### src/hw/cacheGeometryPkg.sv
`default_nettype none

// ********************
// Address split and field widths
// ********************

package cacheGeometryPkg;

	localparam int TagBits = 21;
	localparam int IndexBits = 4;
	localparam int OffsetBits = 4;
	localparam int HaltBits = 4;
	localparam int Sets = 1 << IndexBits;
	localparam int LineBytes = 1 << OffsetBits;

	typedef logic [TagBits-1:0] tagT;
	typedef logic [HaltBits-1:0] haltT;
	typedef logic [IndexBits-1:0] indexT;
	typedef logic [OffsetBits-1:0] offsetT;
	typedef logic [7:0] byteT;

	// Byte 0 sits in the low bits
	typedef logic [LineBytes*8-1:0] lineT;

	// 29-bit byte address
	typedef struct packed {
		tagT tag;
		indexT index;
		offsetT offset;
	} addrT;

	// ********************
	// Per-set line state
	// ********************

	typedef struct packed {
		logic valid;
		logic dirty;
	} wayStateT;

endpackage

`default_nettype wire

### src/hw/waySelect.sv
`timescale 1ns/1ps
`default_nettype none

module waySelect #(
	parameter int NumWays = 4
) (
	input wire [NumWays-1:0] wayHits,
	input wire cacheGeometryPkg::lineT [NumWays-1:0] wayLines,
	input wire cacheGeometryPkg::offsetT offset,
	output logic hit,
	output logic [$clog2(NumWays)-1:0] hitWay,
	output cacheGeometryPkg::byteT hitByte
);

	localparam int WayBits = $clog2(NumWays);

	cacheGeometryPkg::lineT hitLine;

	// ********************
	// One-hot to way number
	// ********************

	// At most one way hits for a given index
	always_comb
	begin
		hitWay = '0;
		for (int w = 0; w < NumWays; w++)
		begin
			if (wayHits[w])
				hitWay = WayBits'(w);
		end
	end

	assign hit = |wayHits;

	// ********************
	// Line and byte select
	// ********************

	assign hitLine = wayLines[hitWay];
	assign hitByte = hitLine[8 * offset +: 8];

endmodule

`default_nettype wire

### config.mk
export PLATFORM = sky130hd
export DESIGN_NAME = waySelect
export DESIGN_NICKNAME = d
export VERILOG_FILES = /design/src/hw/cacheGeometryPkg.sv /design/src/hw/waySelect.sv
export SDC_FILE = /design/constraint.sdc
export NUM_CORES = 1
export LEC_CHECK = 0
export BUFFER_PORTS_ARGS = -buffer_cell sky130_fd_sc_hd__buf_2
export CORE_AREA = 2 2 207 209
export DETAILED_ROUTE_END_ITERATION = 8
export DIE_AREA = 0 0 209 211
export PLACE_DENSITY_LB_ADDON = 0.12
export SLEW_MARGIN = 20
export SYNTH_ARGS = -nofsm -noshare
export SYNTH_HDL_FRONTEND = slang
export SYNTH_SLANG_ARGS = --single-unit
### constraint.sdc
create_clock -name vclk -period 2.9
set_clock_uncertainty 0.15 [all_clocks]
set_input_delay 0.435 -clock vclk [all_inputs]
set_output_delay 0.435 -clock vclk [all_outputs]
set_load 0.01 [all_outputs]
After elaboration in Yosys (flattened, before gate mapping). Index checks and enable logic that the tools add are counted.

Register bits: 0. Input port bits: 520. Word-level logic and storage cells: 8.

Order comparisons: 1. Shifts and indexed selects: 1. Multiplexer cells: 5. Reductions and logical operators: 1.

Operator list (count): $bmux 128 s2 (1); $mux 128 (1); $shiftx 128x8->8 (1); $mux 2 (2); $reduce_or 4->1 (1); $lt 2x3->1 const B (1); $mux 1 (1).

Logic depth before layout (Yosys ltp).
Depth after elaboration: 6. Depth in mapped cells: 12. Gate-level depth less buffers: 7.

Worst setup path before layout. Ideal clock, no wire load.

Path type: in2out. Start point: input wayHits[1]. End point: output hitByte[5]. Arrival: 2.213 ns. Path slack: 0.102 ns. Stages on the path: 7. Buffers on the path: 1. Cell sequence: buf_6 > mux2_4 > mux2i_1 > o21ai_0 > and3_1 > or4_1 > or4b_1.

Longest elaborated chain between the ends: 6.

RTL lines: start, declared (RTL line waySelect.sv:7) `input wire [NumWays-1:0] wayHits,`; $mux 1 (RTL line waySelect.sv:29) `if (wayHits[w])`; $mux 2 (2 in a row) (RTL line waySelect.sv:29); $bmux 128 s2 (RTL line waySelect.sv:40) `assign hitLine = wayLines[hitWay];`; $mux 128 (implied by the code) (RTL line waySelect.sv:40); $shiftx 128x8->8 (RTL line waySelect.sv:41) `assign hitByte = hitLine[8 * offset +: 8];`; end, declared (RTL line waySelect.sv:12) `output cacheGeometryPkg::byteT hitByte`.

No other way between the ends. The select of a mux whose other input is x is not followed.

Worst setup path in the final report. Same ends and word-level chain as after synthesis.

==> flow_metrics.tcl <==
set metrics [dict create \
    setup_viol 8 \
    num_vias 8037 \
    area_growth_pct 108 \
    hp-class "in -> out" \
    finalPower_mw 1.47 \
    timing.fmax_mhz 312 \
    hold_viol_final 0 \
    post-route-period-util_pct 110 \
    critPathRequiredTime_ps 2320 \
    first_global_vias 8763 \
    drive_above_1_share_pct 61.0 \
    pre_cts_ws_ps -604 \
    crit_fanout 7 \
    final_core_util_pct 22.9 \
    status "finished with violations" \
    rsz0062_at_grt "true" \
    whs_ps 1040 \
    wl_per_cell_um 25.3 \
    power_density_nw_per_um2 154 \
    seq_cell_count 0 \
    antenna_left 0 \
    p_leak_nw 4.69 \
    wl_mm 46.6 \
    syn_area_um2 4590 \
    clockBufferCount 0 \
    crit_arrival_ps 2620 \
    ys_warn_count 0 \
    grt_pass1_wl_mm 63.4 \
    row_count 75 \
    nNetsFinal 1813 \
    initial_utilization_pct 11.0 \
    finalSetupTns_ps -1250 \
    period_needed_ps 3200 \
    drt_iter0_markers 378 \
    hold_path_depth 3 \
    synth.net_count 1182 \
    dieWidth_um 209 \
    chipHeight_um 211 \
    violations "negative setup slack" \
    worst_setup_path_end_kind "output port" \
    antenna_found_initial 22 \
    gp_congestion 0.798 \
    yosysUniqueCellTypes 61 \
    synthesis.instances 662 \
    vdd_ir_drop_max_uv 45.7 \
    maxSlewViolCount 0 \
    tightestPinTransition_ps 834 \
    die_area_um2 44100 \
    drt_pass1_iterations 6 \
    pin_count 531 \
    drv_cap 0 \
    drc 0 \
    min_from "wayHits[0]" \
    hpwl_mm 40.5 \
    portBuffers 531 \
    grt_max_degree 37 \
    viasPerCell 4.37 \
    coreArea_um2 41800 \
    regArea_um2 0 \
    yosysSeqAreaShare_pct 0 \
    startpoint_type "input pin" \
    slew_headroom_pct 44.2 \
    track_usage_pct 20.1 \
    hold_path_end "hit" \
    grt-ovfl-total 0 \
    finalWorstSetupSlack_ps -302 \
    crit_type "in -> out" \
    syn_avg_cell_area_um2 6.93 \
]
-- cell usage after synthesis, types with 3 or more instances --
master	n	area share (%)
mux2_2	23	5.6
clkbuf_1	21	1.7
or3_1	3	0.41
buf_4	3	0.49
o22ai_1	34	4.6
buf_6	8	2.0
nand3_1	10	1.1
a211oi_1	21	3.4
mux4_2	13	6.4
a221oi_1	6	1.1
a31oi_1	6	0.82
nor3_1	10	1.1
a222oi_1	3	0.65
nand4_1	7	0.95
buf_2	28	3.1
mux2i_1	102	22
o2111ai_1	6	1.1
a21oi_1	45	4.9
nand2_1	82	6.7
nor2_1	18	1.5
o221ai_1	22	4.2
o21ai_1	5	0.55
nor2b_1	17	2.3
o21ai_0	73	8.0
nor4_1	4	0.55
inv_1	3	0.25
a211o_1	3	0.57
o211ai_1	20	3.3
or4_1	4	0.65
buf_1	12	0.98
a311oi_1	3	0.57
nand2b_1	5	0.68
a22oi_1	6	0.98
-- metal layers --
metal,vias to the layer above,track usage [%],share of wire [%]
li1,3905,-,-
met1,3715,23.6,40
met2,355,38.7,51
met3,48,3.87,6.4
met4,14,2.04,1.6
met5,-,0,0.19
-- worst max-delay path, cell delays in order --
cell and delay (ps):
buf_12 120, buf_6 110, mux2_4 290, a222oi_1 240
a21oi_1 130, o2bb2ai_1 130, or4_4 420, or4b_4 590
buf_6 150
-- metrics by stage --
| stage | instance area (µm²) | instances |
|---|---|---|
| after global placement | 8840 | 1803 |
| after floorplan | 4590 | 662 |
| after CTS | 9320 | 1820 |
| after global routing | 9530 | 1834 |
| after detailed placement | 8840 | 1803 |
| final | 9540 | 1839 |
-- timing repair --
| item | CTS | global route |
|---|---|---|
| cloned | 4 | 0 |
| pin swaps | 15 | 11 |
| setup buffers | 14 | 11 |
| gates resized for setup | 64 | 29 |
| endpoints found under the setup margin | 8 | 8 |
| hold buffers | 0 | 0 |
-- how the worst max path moves through the flow --
stage                       endpoint  cells past startpoint  startpoint  slack (ps)
after floorplan           hitByte[5]                      7  wayHits[1]         100
after global placement    hitByte[1]                     10  wayHits[2]        -660
after detailed placement  hitByte[1]                     10  wayHits[2]        -600
after CTS                 hitByte[5]                     10  wayHits[1]        -330
after global routing      hitByte[5]                      9  wayHits[1]        -380
final                     hitByte[5]                      9  wayHits[1]        -300
-- area by class of cell --
| type | count | area [µm²] |
|---|---|---|
| Multi-Input combinational cell | 584 | 4410 |
| Fill cell | 4751 | 32200 |
| Tap cell | 539 | 674 |
| Inverter | 5 | 22.5 |
| Antenna cell | 9 | 22.5 |
| Timing Repair Buffer | 702 | 4410 |
-- where the power goes --
part           switching, mW  internal [mW]   total [mW]
clock network              0    0.000000360  0.000000360
registers                  0              0            0
logic                  0.703          0.766         1.47
-- cell families after synthesis --
kind of cell | count (synthesis) | synth area share, %
AND/OR/NAND/NOR | 174 | 18.2
buffers and inverters | 78 | 8.72
multiplexers | 140 | 34.9
AO/OA/AOI/OAI | 270 | 38.2
-- cell usage in the layout, fill, tap and decap left out, drive strengths merged, types with 7 or more instances in the layout --
master and count:
a211oi 21, o221ai 22, mux2i 102, nor2b 17, buf 702, nor3 10, mux4 13, o211ai 20
nand4 7, mux2 25, diode 9, a21oi 45, nor2 19, o22ai 34, nand3 10, o21ai 78
nand2 82
(Power assumes the default switching activity.)
