File: config.mk
export PLATFORM = sky130hd
export DESIGN_NAME = cacheWay
export DESIGN_NICKNAME = d
export VERILOG_FILES = /design/src/hw/cacheGeometryPkg.sv /design/src/hw/cacheWay.sv /design/src/hw/setArray.sv
export SDC_FILE = /design/constraint.sdc
export NUM_CORES = 2
export LEC_CHECK = 0
export ABC_AREA = 0
export BUFFER_PORTS_ARGS = -buffer_cell sky130_fd_sc_hd__buf_2
export CORE_MARGIN = 5
export CORE_UTILIZATION = 45
export DETAILED_ROUTE_END_ITERATION = 16
export PLACE_DENSITY = 0.65
export SETUP_SLACK_MARGIN = 0.3
export SLEW_MARGIN = 25
export SYNTH_ARGS = -nofsm -noshare
export SYNTH_HDL_FRONTEND = slang
export SYNTH_SLANG_ARGS = --single-unit
File: constraint.sdc
create_clock -name clk -period 11.3 [get_ports clk]
set_input_delay 2.26 -clock clk [delete_from_list [all_inputs] [get_ports clk]]
set_output_delay 2.26 -clock clk [all_outputs]
set_load 0.02 [all_outputs]
File: src/hw/cacheGeometryPkg.sv
`default_nettype none

// ********************
// Address split and field widths
// ********************

package cacheGeometryPkg;

	localparam int TagBits = 21;
	localparam int IndexBits = 4;
	localparam int OffsetBits = 4;
	localparam int HaltBits = 4;
	localparam int Sets = 1 << IndexBits;
	localparam int LineBytes = 1 << OffsetBits;

	typedef logic [TagBits-1:0] tagT;
	typedef logic [HaltBits-1:0] haltT;
	typedef logic [IndexBits-1:0] indexT;
	typedef logic [OffsetBits-1:0] offsetT;
	typedef logic [7:0] byteT;

	// Byte 0 sits in the low bits
	typedef logic [LineBytes*8-1:0] lineT;

	// 29-bit byte address
	typedef struct packed {
		tagT tag;
		indexT index;
		offsetT offset;
	} addrT;

	// ********************
	// Per-set line state
	// ********************

	typedef struct packed {
		logic valid;
		logic dirty;
	} wayStateT;

endpackage

`default_nettype wire

File: src/hw/cacheWay.sv
`timescale 1ns/1ps
`default_nettype none

module cacheWay (
	input wire clk,
	input wire reset,
	input wire cacheGeometryPkg::indexT index,
	input wire cacheGeometryPkg::tagT lookupTag,
	input wire tagWrite,
	input wire dataWrite,
	input wire cacheGeometryPkg::offsetT writeOffset,
	input wire cacheGeometryPkg::byteT writeByte,
	input wire refill,
	input wire cacheGeometryPkg::lineT refillLine,
	input wire dirtyWrite,
	input wire dirtyIn,
	output logic hit,
	output logic dirty,
	output cacheGeometryPkg::tagT storedTag,
	output cacheGeometryPkg::lineT line
);

	cacheGeometryPkg::haltT lookupHalt;
	cacheGeometryPkg::haltT storedHalt;
	cacheGeometryPkg::wayStateT curState;
	cacheGeometryPkg::wayStateT nextState;
	cacheGeometryPkg::lineT mergedLine;
	cacheGeometryPkg::lineT lineIn;
	logic haltMatch;
	logic tagMatch;

	// ********************
	// Storage
	// ********************

	assign lookupHalt = lookupTag[cacheGeometryPkg::HaltBits-1:0];

	setArray #(.entryT(cacheGeometryPkg::haltT)) haltArray (
		.clk(clk), .reset(reset),
		.write(tagWrite), .writeIndex(index), .writeEntry(lookupHalt),
		.readIndex(index), .readEntry(storedHalt)
	);

	setArray #(.entryT(cacheGeometryPkg::tagT)) tagArray (
		.clk(clk), .reset(reset),
		.write(tagWrite), .writeIndex(index), .writeEntry(lookupTag),
		.readIndex(index), .readEntry(storedTag)
	);

	setArray #(.entryT(cacheGeometryPkg::lineT)) dataArray (
		.clk(clk), .reset(reset),
		.write(dataWrite), .writeIndex(index), .writeEntry(lineIn),
		.readIndex(index), .readEntry(line)
	);

	// Valid only ever set here; a refill clears dirty through dirtyWrite
	assign nextState.valid = tagWrite ? 1'b1 : curState.valid;
	assign nextState.dirty = dirtyWrite ? dirtyIn : curState.dirty;

	setArray #(.entryT(cacheGeometryPkg::wayStateT)) stateArray (
		.clk(clk), .reset(reset),
		.write(tagWrite | dirtyWrite), .writeIndex(index), .writeEntry(nextState),
		.readIndex(index), .readEntry(curState)
	);

	// Byte merge into the current line
	always_comb
	begin
		mergedLine = line;
		mergedLine[8 * writeOffset +: 8] = writeByte;
	end

	assign lineIn = refill ? refillLine : mergedLine;

	// ********************
	// Way halting
	// ********************

	// Full compare only enabled by a halt tag match
	assign haltMatch = curState.valid && (storedHalt == lookupHalt);
	assign tagMatch = haltMatch && (storedTag == lookupTag);
	assign hit = tagMatch;
	assign dirty = curState.dirty;

endmodule

`default_nettype wire

File: src/hw/setArray.sv
`timescale 1ns/1ps
`default_nettype none

// One entry per set, written on the edge, read combinationally
module setArray #(
	parameter type entryT = logic
) (
	input wire clk,
	input wire reset,
	input wire write,
	input wire cacheGeometryPkg::indexT writeIndex,
	input wire entryT writeEntry,
	input wire cacheGeometryPkg::indexT readIndex,
	output entryT readEntry
);

	entryT entries [cacheGeometryPkg::Sets];

	always_ff @(posedge clk)
	begin
		if (reset)
		begin
			for (int s = 0; s < cacheGeometryPkg::Sets; s++)
				entries[s] <= '0;
		end
		else if (write)
		begin
			entries[writeIndex] <= writeEntry;
		end
	end

	assign readEntry = entries[readIndex];

endmodule

`default_nettype wire

======== After elaboration in Yosys (flattened, before gate mapping) ========
Memories as Yosys holds them, arrays and structs flattened.
Cells that the tools add are included.
Widths: inputs -> output; s select.
storage, ports and cells
  register bits after elaboration ......... 0
  memory bits (writable) .................. 2480
  output and inout port bits .............. 151
  word-level logic and storage cells ...... 43
  memories ................................ 4
memories
  name                depth  bits a word  read ports  clocked after Yosys merged registers in  wr ports  line            RTL
  dataArray.entries   16     128          1           0                                        16        setArray.sv:17  entryT entries [cacheGeometryPkg::Sets];
  tagArray.entries    16     21           1           0                                        16        setArray.sv:17
  haltArray.entries   16     4            1           0                                        16        setArray.sv:17
  stateArray.entries  16     2            1           0                                        16        setArray.sv:17
cells by class
  $add $sub $neg .......................... 1
  equal/unequal tests ..................... 2
  shifts and indexed selects .............. 2
  mux-type cells .......................... 27
  bitwise gates (word level) .............. 1
  reductions and logical operators ........ 6
operator list
  operator                  count
  $mux 128                  2
  $bwmux 128                1
  $reduce_or 128->1         1
  $shift 8x34->128 const A  1
  $shiftx 8x34->128         1
  $neg 7->34                1
  $eq 21x21->1              1
  $mux 21                   1
  $reduce_or 21->1          1
  $mux 4                    5
  $mux 1                    17
  $eq 4x4->1                1
  $reduce_or 4->1           1
  $logic_and 1x1->1         2
  $mux 2                    1
  $reduce_or 2->1           1
  $or 1x1->1                1

======== Logic depth before layout (Yosys ltp) ========
  word-level depth ........................ 6
  depth in mapped cells ................... 15
  mapped depth without buffers ............ 9

======== By module ========
A second synthesis with hierarchy kept.
second synthesis, totals
  cell total of the unflattened synthesis .. 7254
  area total of the unflattened synthesis .. 114614.9 µm²
modules (own cells, without submodules)
  module                 times used  cells each  area each (µm²)  sequential area each (µm²)
  setArray (dataArray)   1           5473        91455.2          61499.0
  setArray (tagArray)    1           943         15102.0          10089.7
  cacheWay               1           498         3261.9           0.0
  setArray (haltArray)   1           212         3130.5           1921.8
  setArray (stateArray)  1           128         1665.3           960.9

======== Worst setup path after synthesis ========
No wires, ideal clock.
  path type ............................... input to register
  start point ............................. input port index[0]
  end point ............................... memory dataArray.entries[15][0] (netlist name), enable pin
  arrival ................................. 6.941 ns
  required time ........................... 10.790 ns
  setup slack ............................. 3.850 ns
  stages .................................. 12
  buffers on the path ..................... 8
  cell sequence ........................... buf_6 > buf_6 > buf_6 > buf_6 > buf_6 > buf_4 > buf_2 > nand2_1 > nor2_1 > nand3_1 > clkbuf_1 > nand2b_1
RTL lines
  element          line            RTL
  start, declared  cacheWay.sv:7   input wire cacheGeometryPkg::indexT index,
  end, declared    setArray.sv:17

======== Final worst setup path ========
  start point ............................. input port index[0]
  end point ............................... output port hit
on the way
  word-level cells in the longest chain between the ends .. 4
ends and longest elaborated chain
  element                                                                line            RTL
  parallel branches: the longest is 3 deep, another holds $mem_v2 16x21  -
  $logic_and 1x1->1 (*)                                                  cacheWay.sv:81  assign tagMatch = haltMatch && (storedTag == lookupTag);
  end, declared                                                          cacheWay.sv:17  output logic hit,
Mark *: on every way between the ends.

==> results.cfg <==
[status]
run_status = completed

[timing]
skew_ns = 0.0628
final_max_slew_viol_count = 0
finalSetupViolations = 0
max_freq_mhz = 120
unrepaired_setup_endpoints_after_global_routing = no
worstMarginPinSlew_ns = 1.31
fin_setup_tns_ns = 0
worst_slew_margin_rel_pct = 12.9
finalCriticalPeriod_ns = 8.33
hold_viol = 0
post-route-period-util_pct = 73.7

[logic_synthesis]
number_of_synthesized_flops_with_an_enable_pin = 2416
postSynth.asyncResetShare_pct = 0
post_synth_num_cell_types = 53
mappedNetlistNets = 7192
postSynthAreaPerCell_um2 = 15.4
synthesis.yosys.warnings = 0
synth_top_cell_area_share_pct = 67.0
synth-seq-area-share_pct = 67.0
yosys_most_used_dff = sky130_fd_sc_hd__edfxtp_1
post_synth_most_frequent_cells = sky130_fd_sc_hd__edfxtp_1 (2416), sky130_fd_sc_hd__nor2_1 (2202), sky130_fd_sc_hd__mux4_2 (714)
post_synth_main_area_contributors = sky130_fd_sc_hd__edfxtp_1 (67%), sky130_fd_sc_hd__mux4_2 (15%), sky130_fd_sc_hd__nor2_1 (7.6%)
synth.largest_area_cell = sky130_fd_sc_hd__edfxtp_1
post_synth_instance_area_mm2 = 0.108
cell_with_the_most_instances_after_synthesis = sky130_fd_sc_hd__edfxtp_1
postSynthCellCount = 7018
postSynthRegisterBits = 2416

[global_route]
grt_max_degree = 153
vias_in_the_first_global_route = 65360
grt_antenna_before_repair = 60
grtUsageTotal_pct = 27.6
grt_pass1_wl_mm = 491
globalRoute.totalOverflow = 0

[power]
power.leakage_nw = 41.5
p_per_area_mw_per_mm2 = 172
overall_power_mw = 20.8
peakVddDrop_mv = 0.125

[worst_setup_path]
timing.critical_path.arrival_ns = 6.07
cp_slowest_cell = sky130_fd_sc_hd__a2111oi_0
reg2reg_to = dataArray.entries[7][1]
r2r_cells = 6
worst_path_largest_cell_delay_ns = 0.66
cp_num_buf_inv = 3
startpoint_type_of_the_worst_setup_path = input pin
setup.worst_path.start = index[0]
path_class = in -> out
critical_path.max_fanout = 49
end_kind = primary output
critPathTopFamily = compound AO/OA/AOI/OAI gates
required_ns = 9.04
worstReg2RegStart = dataArray.entries[7][1]
crit_chain = buf_8 -> buf_4 -> mux4_2 -> mux2i_1 -> xor2_1 -> o21ai_1 -> a2111oi_0 -> o221ai_1 -> a2111oi_2 -> buf_2
timing.reg2reg.setup_slack_ns = 8.51

[hold_path]
hold-path-cell-count = 4
min-delay-path-class = reg -> reg
hold-path-endpoint = stateArray.entries[7][1]
hold_start = stateArray.entries[4][1]

[clock_network]
cts-root-to-sink-buffers = 4
cts_inserted_buffers = 275
clkTransAtPathRegs_ns = 0.06
ctsHoldBuffers = 0
clk-insertion-delay-late_ns = 0.94
clock_sink_count = 2416
cts-htree-levels = 5
cts_setup_buffers = 0
post_cts_resized = 0
cts_tree = yes
clock-root-buffer = sky130_fd_sc_hd__clkbuf_16

[route]
finalWirelength_mm = 349
post_drt_wl_per_cell_um = 33.3
drt_iter0_markers = 10056
viasPerCell = 6.25
drtAntennaViolNets = 0
drt_pre_antenna_iters = 8
drt_drc_violations_left = 0
dr_total_vias = 65464

[job]
maxCapViolations = 0

[layout]
finalCoreUtilization_pct = 50.3
final_nets = 7247
drive_gt1_share_pct = 24.1
area_delta_synth_final_pct = 11.5

[placed_design]
portBuffers = 322
detailedPlacementHpwl_mm = 182
routabilityCongestion = 0.816

[die]
die_area_mm2 = 0.251
start_util_pct = 45.1
floorplan.die.height_um = 501
row_count = 180
fp.coreArea_mm2 = 0.240
ioPinCount = 323
die_w_um = 501
## per-layer routing
layer	vias to the layer above	share of wire, %	GRT usage, %
met5	-	0.049	0
met4	26	4.8	12.3
met3	791	13	7.34
met2	4764	46	42.9
met1	33856	36	36.9
li1	26027	-	-
## final cells by class
cell class	instances	area (um2)
Inverter	7	33.8
Clock buffer	327	7250
Fill cell	20010	119000
Multi-Input combinational cell	3936	33000
Sequential cell	2416	72500
Clock inverter	129	980
Antenna cell	39	97.6
Timing Repair Buffer	437	2860
Tap cell	3185	3990
## state kept, by name, indices dropped and copies added (netlist names)
name and flops:
haltArray.entries 33, stateArray.entries 32, tagArray.entries 303, dataArray.entries 2048
## worst min-delay path, stage by stage (launching register included)
cell                       delay [ns]
sky130_fd_sc_hd__edfxtp_1        0.33
sky130_fd_sc_hd__mux4_2          0.22
sky130_fd_sc_hd__a221oi_1        0.12
sky130_fd_sc_hd__nor2b_2         0.28
sky130_fd_sc_hd__nor2_1          0.12
## where the power goes
part / switching (mW) / leakage [nW] / internal [mW]
registers: 0.0949 / 24.7 / 10.2
clock network: 3.52 / 4.03 / 4.88
logic: 1.39 / 12.8 / 0.667
## logic make-up (layout without fill, tap and decap cells)
logic type | count (synthesis) | after routing | synth area share, %
AO/OA/AOI/OAI | 202 | 202 | 1.90
XOR/XNOR | 34 | 34 | 0.275
adder cells (fa/ha/maj) | 2 | 2 | 0.0231
buffers and inverters | 666 | 900 | 2.88
flip-flops | 2416 | 2416 | 67.0
multiplexers | 912 | 912 | 17.1
other | 0 | 39 | 0
AND/OR/NAND/NOR | 2786 | 2786 | 10.8
## worst max-delay path by stage
stage / end / depth (start not counted)
CTS: hit / 10
detailed placement: hit / 10
floorplan: dataArray.entries[15][0] / 12
global placement: hit / 10
finish: hit / 10
global route: hit / 10
## through the flow
stage          worst slack (ns)  instance area [um2]  cells  hold WS (ns)
6_report                   2.97               121000  10476          1.13
3_5_place_dp               2.85               112000   9979          1.15
2_1_floorplan              3.85               108000   7018          1.03
4_1_cts                    2.86               121000  10435          1.16
5_1_grt                    2.68               121000  10458          1.19
3_3_place_gp               2.79               112000   9979          1.26
## placed cells by master (no fill, tap or decap), types with 6 or more instances in the layout
cell type,n
sky130_fd_sc_hd__clkinv_1,65
sky130_fd_sc_hd__clkinv_2,37
sky130_fd_sc_hd__a21oi_1,25
sky130_fd_sc_hd__nor2_1,2189
sky130_fd_sc_hd__buf_12,25
sky130_fd_sc_hd__o21ai_0,27
sky130_fd_sc_hd__mux2i_4,32
sky130_fd_sc_hd__and2_1,359
sky130_fd_sc_hd__diode_2,39
sky130_fd_sc_hd__nand2b_1,20
sky130_fd_sc_hd__a22oi_1,24
sky130_fd_sc_hd__nor2_2,10
sky130_fd_sc_hd__bufinv_16,15
sky130_fd_sc_hd__or2_2,16
sky130_fd_sc_hd__nand2b_4,16
sky130_fd_sc_hd__buf_2,317
sky130_fd_sc_hd__nor3_1,9
sky130_fd_sc_hd__nand3_1,18
sky130_fd_sc_hd__o21ai_1,6
sky130_fd_sc_hd__clkinvlp_4,6
sky130_fd_sc_hd__mux2i_1,131
sky130_fd_sc_hd__clkbuf_16,283
sky130_fd_sc_hd__edfxtp_1,2416
sky130_fd_sc_hd__nand2_4,12
sky130_fd_sc_hd__clkbuf_1,44
sky130_fd_sc_hd__xnor2_1,20
sky130_fd_sc_hd__mux4_2,714
sky130_fd_sc_hd__nand2_1,83
sky130_fd_sc_hd__a21oi_2,24
sky130_fd_sc_hd__buf_4,87
sky130_fd_sc_hd__xor2_1,14
sky130_fd_sc_hd__a21oi_4,72
sky130_fd_sc_hd__mux2_2,34
sky130_fd_sc_hd__and3_1,12
Power figures use the tool's default switching activity.
