File: config.mk
export PLATFORM = sky130hd
export DESIGN_NAME = cacheController
export DESIGN_NICKNAME = d
export VERILOG_FILES = /design/src/hw/cacheGeometryPkg.sv /design/src/hw/cacheBusPkg.sv /design/src/hw/cacheController.sv
export SDC_FILE = /design/constraint.sdc
export NUM_CORES = 1
export LEC_CHECK = 0
export BUFFER_PORTS_ARGS = -buffer_cell sky130_fd_sc_hd__buf_2
export CAP_MARGIN = 20
export CORE_AREA = 2 2 443 445
export DETAILED_ROUTE_END_ITERATION = 8
export DIE_AREA = 0 0 445 447
export PLACE_DENSITY = 0.3
export SLEW_MARGIN = 10
export SYNTH_ARGS = -nofsm -noshare
export SYNTH_HDL_FRONTEND = slang
export SYNTH_SLANG_ARGS = --single-unit
File: constraint.sdc
create_clock -name clk -period 11.3 [get_ports clk]
set_input_delay 2.26 -clock clk [delete_from_list [all_inputs] [get_ports clk]]
set_output_delay 2.26 -clock clk [all_outputs]
set_load 0.02 [all_outputs]
File: src/hw/cacheGeometryPkg.sv
`default_nettype none

// ********************
// Address split and field widths
// ********************

package cacheGeometryPkg;

	localparam int TagBits = 21;
	localparam int IndexBits = 4;
	localparam int OffsetBits = 4;
	localparam int HaltBits = 4;
	localparam int Sets = 1 << IndexBits;
	localparam int LineBytes = 1 << OffsetBits;

	typedef logic [TagBits-1:0] tagT;
	typedef logic [HaltBits-1:0] haltT;
	typedef logic [IndexBits-1:0] indexT;
	typedef logic [OffsetBits-1:0] offsetT;
	typedef logic [7:0] byteT;

	// Byte 0 sits in the low bits
	typedef logic [LineBytes*8-1:0] lineT;

	// 29-bit byte address
	typedef struct packed {
		tagT tag;
		indexT index;
		offsetT offset;
	} addrT;

	// ********************
	// Per-set line state
	// ********************

	typedef struct packed {
		logic valid;
		logic dirty;
	} wayStateT;

endpackage

`default_nettype wire

File: src/hw/cacheBusPkg.sv
`default_nettype none

// ********************
// CPU side payloads
// ********************

package cacheBusPkg;

	typedef enum logic {
		CpuRead,
		CpuWrite
	} cpuOpT;

	typedef struct packed {
		cpuOpT op;
		cacheGeometryPkg::addrT addr;
		cacheGeometryPkg::byteT writeByte;
	} cpuReqT;

	// ********************
	// Memory side payloads
	// ********************

	typedef enum logic {
		MemLineRead,
		MemLineWrite
	} memOpT;

	// Line address is tag and index, no offset
	typedef struct packed {
		memOpT op;
		struct packed {
			cacheGeometryPkg::tagT tag;
			cacheGeometryPkg::indexT index;
		} lineAddr;
		cacheGeometryPkg::lineT line;
	} memReqT;

	typedef struct packed {
		cacheGeometryPkg::lineT line;
	} memRespT;

endpackage

`default_nettype wire

File: src/hw/cacheController.sv
`timescale 1ns/1ps
`default_nettype none

module cacheController #(
	parameter int NumWays = 4
) (
	input wire clk,
	input wire reset,
	input wire cpuReq,
	input wire cacheBusPkg::cpuReqT cpuReqData,
	output logic cpuAck,
	output cacheGeometryPkg::byteT cpuReadByte,
	output logic memReq,
	output cacheBusPkg::memReqT memReqData,
	input wire memAck,
	input wire cacheBusPkg::memRespT memRespData,
	input wire hit,
	input wire [$clog2(NumWays)-1:0] hitWay,
	input wire cacheGeometryPkg::byteT hitByte,
	input wire [NumWays-1:0] wayDirty,
	input wire cacheGeometryPkg::tagT [NumWays-1:0] wayTags,
	input wire cacheGeometryPkg::lineT [NumWays-1:0] wayLines,
	output cacheGeometryPkg::addrT lookupAddr,
	output logic [NumWays-1:0] tagWrite,
	output logic [NumWays-1:0] dataWrite,
	output logic refill,
	output cacheGeometryPkg::lineT refillLine,
	output cacheGeometryPkg::byteT writeByte,
	output logic [NumWays-1:0] dirtyWrite,
	output logic dirtyIn
);

	localparam int WayBits = $clog2(NumWays);

	typedef enum logic [2:0] {
		Idle,
		Lookup,
		Writeback,
		Refill,
		Update,
		Respond
	} stateT;

	stateT state;
	cacheBusPkg::cpuReqT req;
	logic [WayBits-1:0] victimWay;
	logic [WayBits-1:0] victim;
	logic [WayBits-1:0] rrPtr [cacheGeometryPkg::Sets];
	logic isWrite;

	assign lookupAddr = req.addr;
	assign writeByte = req.writeByte;
	assign isWrite = (req.op == cacheBusPkg::CpuWrite);
	assign victim = rrPtr[req.addr.index];

	// ********************
	// Way write strobes
	// ********************

	always_comb
	begin
		tagWrite = '0;
		dataWrite = '0;
		dirtyWrite = '0;
		refill = 1'b0;
		case (state)
			Lookup:
			begin
				// Write hit merges the byte and marks the line dirty
				if (hit && isWrite)
				begin
					dataWrite[hitWay] = 1'b1;
					dirtyWrite[hitWay] = 1'b1;
				end
			end
			Update:
			begin
				tagWrite[victimWay] = 1'b1;
				dataWrite[victimWay] = 1'b1;
				dirtyWrite[victimWay] = 1'b1;
				refill = 1'b1;
			end
			default:
			begin
			end
		endcase
	end

	// Dirty set on a write hit, cleared on refill
	assign dirtyIn = (state == Lookup);

	// ********************
	// Sequencing
	// ********************

	always_ff @(posedge clk)
	begin
		if (reset)
		begin
			state <= Idle;
			cpuAck <= 1'b0;
			memReq <= 1'b0;
			for (int s = 0; s < cacheGeometryPkg::Sets; s++)
				rrPtr[s] <= '0;
		end
		else
		begin
			case (state)
				Idle:
				begin
					if (cpuReq)
					begin
						req <= cpuReqData;
						state <= Lookup;
					end
				end
				Lookup:
				begin
					if (hit)
					begin
						cpuReadByte <= hitByte;
						state <= Respond;
					end
					else
					begin
						victimWay <= victim;
						memReq <= 1'b1;
						memReqData.lineAddr.index <= req.addr.index;
						if (wayDirty[victim])
						begin
							memReqData.op <= cacheBusPkg::MemLineWrite;
							memReqData.lineAddr.tag <= wayTags[victim];
							memReqData.line <= wayLines[victim];
							state <= Writeback;
						end
						else
						begin
							memReqData.op <= cacheBusPkg::MemLineRead;
							memReqData.lineAddr.tag <= req.addr.tag;
							memReqData.line <= '0;
							state <= Refill;
						end
					end
				end
				Writeback:
				begin
					if (memReq && memAck)
						memReq <= 1'b0;
					else if (!memReq && !memAck)
					begin
						// Victim is out, now fetch the requested line
						memReq <= 1'b1;
						memReqData.op <= cacheBusPkg::MemLineRead;
						memReqData.lineAddr.tag <= req.addr.tag;
						memReqData.line <= '0;
						state <= Refill;
					end
				end
				Refill:
				begin
					if (memReq && memAck)
					begin
						refillLine <= memRespData.line;
						memReq <= 1'b0;
					end
					else if (!memReq && !memAck)
						state <= Update;
				end
				Update:
				begin
					rrPtr[req.addr.index] <= victimWay + 1'b1;
					// Second lookup hits and handles the byte
					state <= Lookup;
				end
				Respond:
				begin
					if (!cpuAck)
						cpuAck <= 1'b1;
					else if (!cpuReq)
					begin
						cpuAck <= 1'b0;
						state <= Idle;
					end
				end
				default:
					state <= Idle;
			endcase
		end
	end

endmodule

`default_nettype wire

# == After elaboration in Yosys (flattened, before gate mapping) ==
# Memory sizes are Yosys's and may differ from the RTL's. A register that Yosys moved wholly into a read port is not among the register bits.
# Cells that the tools add are included.
# word_totals
elab_cells,105
mem_count,1
ff_bits,335
ram_bits,32
out_inout_bits,343
# mem_list
memory,words,word_bits,read_ports,rd_ports_with_merged_regs,write_ports,line_no,source
rrPtr,16,2,1,1,16,cacheController.sv:48,logic [WayBits-1:0] rrPtr [cacheGeometryPkg::Sets];
# classes
muxes,48
n_addsub,1
bitwise,2
reduce_logical,18
order_cmp,5
eq_ne,15
# op_table
cell,count
$mux 128,4
$bmux 128 s2,1
$pmux 128 s2,1
$mux 154,1
$mux 22,3
$pmux 22 s2,1
$bmux 21 s2,1
$mux 3,8
$mux 21,1
$ne 2x2->1 const B,9
$pmux 3 s6,1
$mux 1,16
$mux 4,4
$reduce_and 3->1,4
$lt 2x3->1 const B,3
$pmux 4 s2,1
$reduce_and 7->1,1
$eq 3x2->1 const B,2
$eq 3x3->1 const B,2
$logic_and 1x1->1,5
$reduce_and 5->1,1
$demux 1 s2,2
$ge 2x1->1 const B,2
$reduce_and 4->1,1
other kinds (12),14

# == Depth between registers and ports, before layout ==
# Gate-level depths: netlist (run 1).
# logic_depth
word_depth,6
ltp_mapped,9

# == Worst setup path after synthesis (run 1) ==
# OpenSTA, ideal clock, no wires.
# synth_path
path_kind,input port to flip-flop
start,input port memAck
end,register memReqData[0] (netlist name) (enable)
setup_slack_ns,1.662
arrival_time_ns,8.977
setup_ns,0.661
cell_stages,4
path_buffers,0
cell_sequence,ha_1 -> nor2b_1 -> a22oi_1 -> nor2_1
# synth_between
elab_chain_len,4
elab_cells_between_ends,6
cone_classes,eq/ne: 2; reduce/logical: 4
# synth_rtl
item,line_no,source
from (decl),cacheController.sv:15,"input wire memAck,"
$logic_not 1->1,cacheController.sv:149,else if (!memReq && !memAck)
$logic_and 1x1->1,cacheController.sv:149,
$ne 2x2->1 (no line),--,
$reduce_and 5->1 (no line) *,--,
to (decl),cacheController.sv:14,"output cacheBusPkg::memReqT memReqData,"
# Mark *: on every way between the ends. The rest lies on a longest branch, timed or not.
# A chain may end at the register's enable or synchronous reset.

==> results.md, run 1 <==
* Slew Viols, Final at 0
* First-pass DRT Iterations at 5
* Worst relative slew slack at 0.308
* Die height at roughly 450 µm
* Maxcap violations at 0
* Synth area leaders: edfxtp_1, mux2i_1, mux2_2, a211oi_2, nor2_1
* Seq/Total Area, Yosys at 0.605
* Die Area at 199,000 µm²
* Final Critical Period at 5.94 ns
* DRC violations left at 0
* Post-synthesis simple-gate area fraction at 0.0590
* Final period utilization at 0.525
* Setup_tns at 0 ns
* Total Routing Usage GR at 0.116
* DRT iter0 DRCs at 700
* Leak at 11.4 nW
* Final wirelength at 122 mm
* Pin count of the biggest net entering global routing at around 140
* Outcome: complete, no violations
* Via count of the first global-routing pass at 15,400
* Count of hold buffers inserted by post-cts repair at 0
* Critical Path Max Stage Delay at 0.87 ns
* Startpoint Class: flip-flop
* Core area at 194,000 µm²
* Pwr per Cell Area at about 170 nW/µm²
* GP Congestion at 0.766
* Synth-to-layout area growth at 56.6%
* Post-CTS Setup Bufs at 0
* Initial Util at 0.0941
* Worst-path cell with the longest stage delay: o32a_2
* Synthesis warning total at 0
* Worst Setup End Kind: flip-flop
* Adder-Cell Fraction of Synth Area at 0.00411
* XOR/XNOR Fraction of Synth Area at 0
* Cells along the critical path: mux2i_1 -> mux4_2 -> mux2i_4 -> buf_4 -> mux2i_1 -> o32a_2 -> buf_12 -> inv_2 -> a22o_1
* Most frequent cells in the layout: buf_2, edfxtp_1, mux2i_1
* Cell depth of the worst flop-to-flop path at 9
* Cts bufs inserted at 54
* Util after Layout at 0.147
* Wire length per cell at 24.7 µm
* Tightest Hold Check Type: reg -> reg
* CTS tree: yes
* Final nets at between 3,000 and 4,000
* Ratio of cells with drive above 1 in the final layout at 0.623
* Yosys top cell area share at 0.595
* Crit Path Max Fanout at around 110
* RSZ-0062 raised after global routing: false
* Required @ worst endpoint at around 12 ns
* IO Pins at between 1,000 and 1,500
* DR vias at 15,300
* Compound-cell area share of the yosys netlist at 0.103
* Peak Freq at 168 MHz
* # resized after CTS at 0
* Rows at 162
* Cells after Synth at 1,242
* Hold depth at 2
* Most common cell after layout, fill and taps aside: buf_2
* First-pass GRT wire length at 152 mm
* Later-pin clock latency in the skew report at 0.70 ns
* Mapped Nets at 2,029
* Clock Sink Count at 371
* Final ANT Viol Nets at 0
* Setup Skew at 0.0796 ns
* Syn Area/Cell at 14.7 µm²
* Detailed-placement wirelength estimate at 101 mm
* Register bit total from synthesis at 371
* Initial antenna violation count at 101
* Mapped cell area at 18,300 µm²
* Crit-path leading delay family: multiplexers
* GRT Residual Overflow at 0
* Vias per Instance at 3.09
* CTS Buffer Depth at 3
* Area leader, netlist: edfxtp_1
* Arrival time at the worst endpoint at 6.31 ns
* CP dominant cell by count: mux2i_1
* WP depth at 9
* CP Buf/Inv Count at 3
* Clock Pin Slew Worst Setup and Hold Paths at 0.06 ns
* Max VDD drop at 0.000129 V
* Die X at between 400 and 500 µm
* I/O Buffers at 1,123
* Fin. Hold Viols at 0
* Least-Margin Pin Slew at 1.04 ns
* Multiplexer share of the synthesized area at 0.202
* CTS Root Cell: clkbuf_16
* Yosys cell types at 39
* Final setup vio count at 0
* Main combinational cell family by area after synthesis: multiplexers
* H-tree depth at 2
* CP Class: reg -> reg
per-layer routing:
metal	vias up	share of wire	GRT usage	wire, µm
met5	-	0.0042	0	506
met4	82	0.029	0.0341	3580
met2	651	0.51	0.207	62100
li1	7002	-	-	-
met3	232	0.096	0.0527	11700
met1	7300	0.36	0.120	43900
report_power, final:
part	internal (mW)	switching (mW)	total, mW
sequential	1.66	0.0516	1.71
clock	0.991	0.763	1.75
combinational	0.579	0.948	1.53
total	3.23	1.76	4.99
tightest hold or removal path: stages, from the launching register on:
cell	delay, ns
dfxtp_1	0.32
nand2_1	0.06
a21oi_1	0.06
cells in the mapped netlist, drive strengths merged:
| library cell | instances |
|---|---|
| edfxtp | 362 |
| a311o | 1 |
| clkbuf | 40 |
| or3 | 1 |
| mux4 | 6 |
| and4b | 1 |
| a22o | 21 |
| nand2b | 23 |
| a211oi | 129 |
| a31o | 2 |
| and3 | 18 |
| nor4 | 1 |
| o32ai | 1 |
| a22oi | 2 |
| o32a | 1 |
| nor3 | 3 |
| o21bai | 2 |
| o21ai | 2 |
| inv | 11 |
| buf | 58 |
| mux2i | 205 |
| and2 | 5 |
| ha | 6 |
| a311oi | 1 |
| a31oi | 1 |
| nor2b | 7 |
| a21oi | 5 |
| nand3 | 2 |
| nor2 | 154 |
| nor3b | 3 |
| mux2 | 133 |
| dfxtp | 9 |
| nand2 | 26 |
metrics by stage:
step           cell area [µm²]  setup slack [ns]  std cells  power [mW]  hold WS [ns]
6_report                 28600              5.36       4938        4.99         0.482
3_5_place_dp             26800              5.09       4824        3.33         0.475
5_1_grt                  28600              4.89       4926        5.26         0.502
2_1_floorplan            18300              1.66       1242        2.72         0.544
4_1_cts                  28600              5.10       4921        5.16         0.484
3_3_place_gp             26800              5.23       4824        3.33         0.467
final cells by class:
| class | instances | area (µm²) |
|---|---|---|
| antenna | 17 | 42.5 |
| inverter | 11 | 41.3 |
| timing repair buffer | 1138 | 5780 |
| fill | 22000 | 166000 |
| tap | 2542 | 3180 |
| clock buffer | 69 | 1430 |
| sequential | 371 | 11100 |
| clock inverter | 28 | 329 |
| multi-input combinational | 762 | 6750 |
path summary, 6_finish.rpt:
| path | slack [ns] | start | to |
|---|---|---|---|
| min reg2reg | 0.48 | cpuAck$_SDFFE_PP0N_ | cpuAck$_SDFFE_PP0N_ |
| max reg2reg | 5.36 | flip-flop | memReqData[134]$_DFFE_PP_ |
| max | 5.36 | flip-flop | memReqData[134]$_DFFE_PP_ |
| min | 0.48 | cpuAck$_SDFFE_PP0N_ | cpuAck$_SDFFE_PP0N_ |
flip-flops by register name (all words and copies together), names as in the netlist, named ones only:
name and count:
memReq 1, cpuAck 1, victimWay 2, memReqData 154
isWrite 1, rrPtr 32, lookupAddr 29, cpuReadByte 8
refillLine 128, state 3, writeByte 8
cell families (layout without fill, tap and decap cells):
logic type	count (synthesis)	count (layout)
buf+inv	109	1246
mux	344	344
simple gates	244	244
flops	371	371
compound gates	168	168
fa+ha+maj	6	6
other cells	0	17
Note: power is estimated with default switching activity, not from simulation.
==> run 2, diff against run 1 <==
Settings changed: ABC_AREA set to 1, CORE_AREA 2 2 443 445 to 2 2 440 442, DIE_AREA 0 0 445 447 to 0 0 442 444.
Clock period 11.3 ns to 5.9 ns, I/O delays scaled along.
==> run 2 against run 1 <==
  * Routed wire length rose by 5.9%
  * Clock power rose by 100%
  * Cell area fell by 1.1%
  * Sequential share of layout area rose by 0.43 points
  * Sequential power rose by 120%
  * Global-route usage rose by 0.98 points
  * Setup slack got worse by 3.4 ns
  * Power rose to 2.7 times the previous value
  * Register-to-register slack got worse by 3.1 ns
  * Die area fell by 1.3%
  * Worst hold slack barely moved
  * Synthesized cell count rose by 54%
  * Critical path type is now reg -> out
  * Largest cell class unchanged
  * Highest routed layer unchanged
==> results.md, run 2 <==
* Fin. Hold Viols at 0
* Mapped cell area at 18,000 µm²
* Async SR Flop Fraction at 0
* Synth area leaders: edfxtp_1, nor2_1, nand2_1, o21ai_0, o22ai_1
* Most common cell after layout, fill and taps aside: buf_2
* DRT iter0 DRCs at between 1,000 and 1,500
* Final period utilization at 0.662
* Die X at 442 µm
* Die height at 444 µm
* Total Routing Usage GR at 0.126
* Yosys cell types at 26
* Clock Pin Slew Worst Setup and Hold Paths at 0.05 ns
* Maxcap violations at 0
* Cells after Synth at 1,907
* Later-pin clock latency in the skew report at 0.68 ns
* Hold depth at 2
* Setup Skew at approximately 0.032 ns
* Pwr Total at 13.5 mW
* CP Class: reg -> out
* Least-Margin Pin Slew at 1.01 ns
* Final wirelength at roughly 130 mm
* Pin count of the biggest net entering global routing at 141
* DRC violations left at 0
* Detailed-placement wirelength estimate at 104 mm
* Initial Util at 0.0939
* Worst Setup End Kind: primary output
* Cell depth of the worst flop-to-flop path at 12
* I/O Buffers at 1,123
* RSZ-0062 raised after global routing: false
* Max VDD drop at 0.000207 V
* H-tree depth at 2
* Cts bufs inserted at 54
* Ys flop type: edfxtp_1
* Design area at 28,300 µm²
* First-pass DRT Iterations at 5
* GP Congestion at approximately 0.9
* Slew Viols, Final at 0
* Mapped Nets at 2,694
* Synthesis warning total at 0
* Startpoint Class: flip-flop
* Top reg by flops: memReqData
* CTS Root Cell: clkbuf_16
* Wire length per cell at 23.2 µm
* Synth-to-layout area growth at 57.3%
* Most instantiated cells after synthesis: nor2_1, edfxtp_1, nand2_1, o21ai_0, inv_1
* Peak Freq at approximately 260 MHz
* Initial antenna violation count at 76
* Die Area at 196,000 µm²
* EDFF count, synth at 362
* Largest register FFs at 154
* Count leader, synth: nor2_1
* Register bit total from synthesis at between 300 and 400
* Rows at 161
* Clock Sink Count at approximately 370
* First-pass GRT wire length at 169 mm
* CTS tree: yes
* DR vias at approximately 19,000
* Area leader, netlist: edfxtp_1
* Largest regs: memReqData: 154 flops, refillLine: 128 flops, rrPtr: 32 flops
* Seq/Total Area, Yosys at 0.614
* Worst relative slew slack at 0.324
* Reg-to-reg slack, setup at 2.26 ns
* GRT Residual Overflow at 0
* Most frequent cells in the layout: buf_2, nor2_1, edfxtp_1
* Vias per Instance at between 3 and 4
* IO Pins at ~1,100
* Final setup vio count at 0
* CTS Buffer Depth at 3
* Ratio of cells with drive above 1 in the final layout at 0.411
* Pwr per Cell Area at between 400 and 500 nW/µm²
* Post-CTS Setup Bufs at 0
* # resized after CTS at 0
* Arrival time at the worst endpoint at 2.73 ns
* Required @ worst endpoint at around 4.7 ns
* Final nets at 3,768
* Leak at 12.0 nW
* Crit Path Max Fanout at 4
* Yosys top cell area share at 0.604
* Post-DP Area at 26,400 µm²
* Setup_tns at 0 ns
* Count of hold buffers inserted by post-cts repair at 0
* Tightest Hold Check Type: reg -> reg
* Final ANT Viol Nets at 0
* Syn Area/Cell at between 9 and 10 µm²
* Final Critical Period at about 3.9 ns
* Outcome: complete, no violations
* Via count of the first global-routing pass at 18,800
* Core area at 192,000 µm²
-- run 2: cell count changes after synthesis, moves of 18 or more --
| cell | delta |
|---|---|
| o21ai_0 | +182 |
| nor2_1 | +295 |
| nand3_1 | +71 |
| mux2i_1 | -204 |
| a22o_1 | -21 |
| nand2_1 | +227 |
| buf_4 | +19 |
| o21ai_1 | +94 |
| o22ai_1 | +132 |
| inv_1 | +168 |
| a211oi_2 | -119 |
| nand2b_1 | -23 |
| and3_1 | -18 |
| mux2_2 | -133 |
-- run 2: area by class of cell --
type	instances	area (µm²)
antenna	17	42.5
clock buffer	65	1430
clock inverter	36	423
fill	21900	163000
inverter	182	703
multi-input combinational	1221	5550
sequential	371	11100
tap	2526	3160
timing repair buffer	1151	5930
-- run 2: path summary, 6_finish.rpt --
path,start,endpoint
setup / recovery,state[0]$_SDFFE_PP0P_,dirtyWrite[3]
hold / removal,cpuAck$_SDFFE_PP0N_,cpuAck$_SDFFE_PP0N_
setup reg to reg,flip-flop,memReqData[63]$_SDFFCE_PP0P_
hold reg to reg,cpuAck$_SDFFE_PP0N_,cpuAck$_SDFFE_PP0N_
-- run 2: cell families (layout without fill, tap and decap cells) --
logic type,count (synthesis),after routing,share of synthesized area
DFF,371,371,0.614
AOI/OAI and AO/OA,425,425,0.129
buffers and inverters,315,1434,0.0804
and+or+nand+nor,790,790,0.172
adders and majority gates,6,6,0.00417
other,0,17,0
-- run 2: metal layers --
| metal | vias up | track usage | routed length [µm] |
|---|---|---|---|
| met5 | - | 0 | 320 |
| li1 | 8680 | - | - |
| met3 | 207 | 0.0433 | 11000 |
| met1 | 9151 | 0.148 | 51000 |
| met4 | 50 | 0.0293 | 3420 |
| met2 | 904 | 0.217 | 63200 |
-- run 2: stage by stage --
| step | std cells | util | hold WS [ns] | worst slack, ns |
|---|---|---|---|---|
| floorplan | 1907 | - | 0.479 | 0.937 |
| global placement | 5451 | 0.138 | 0.476 | 1.96 |
| detailed placement | 5451 | 0.138 | 0.478 | 1.94 |
| CTS | 5552 | 0.147 | 0.486 | 1.77 |
| global route | 5560 | 0.148 | 0.515 | 1.70 |
| finish | 5569 | 0.148 | 0.482 | 1.99 |
-- run 2: critical path, cell delays in order (launching register included) --
cell and delay (ns):
dfxtp_1 0.39, inv_1 0.09, nor2_1 0.09, inv_1 0.05, nor2_1 0.11, inv_1 0.08
nor2_1 0.60, nand3_1 0.20, o22ai_1 0.22, buf_2 0.21
-- run 2: report_power, final --
part | switching (mW) | internal [mW] | total, mW
Combinational | 4.55 | 1.67 | 6.22
Sequential | 0.191 | 3.54 | 3.73
Clock | 1.42 | 2.11 | 3.54
Total | 6.16 | 7.32 | 13.5
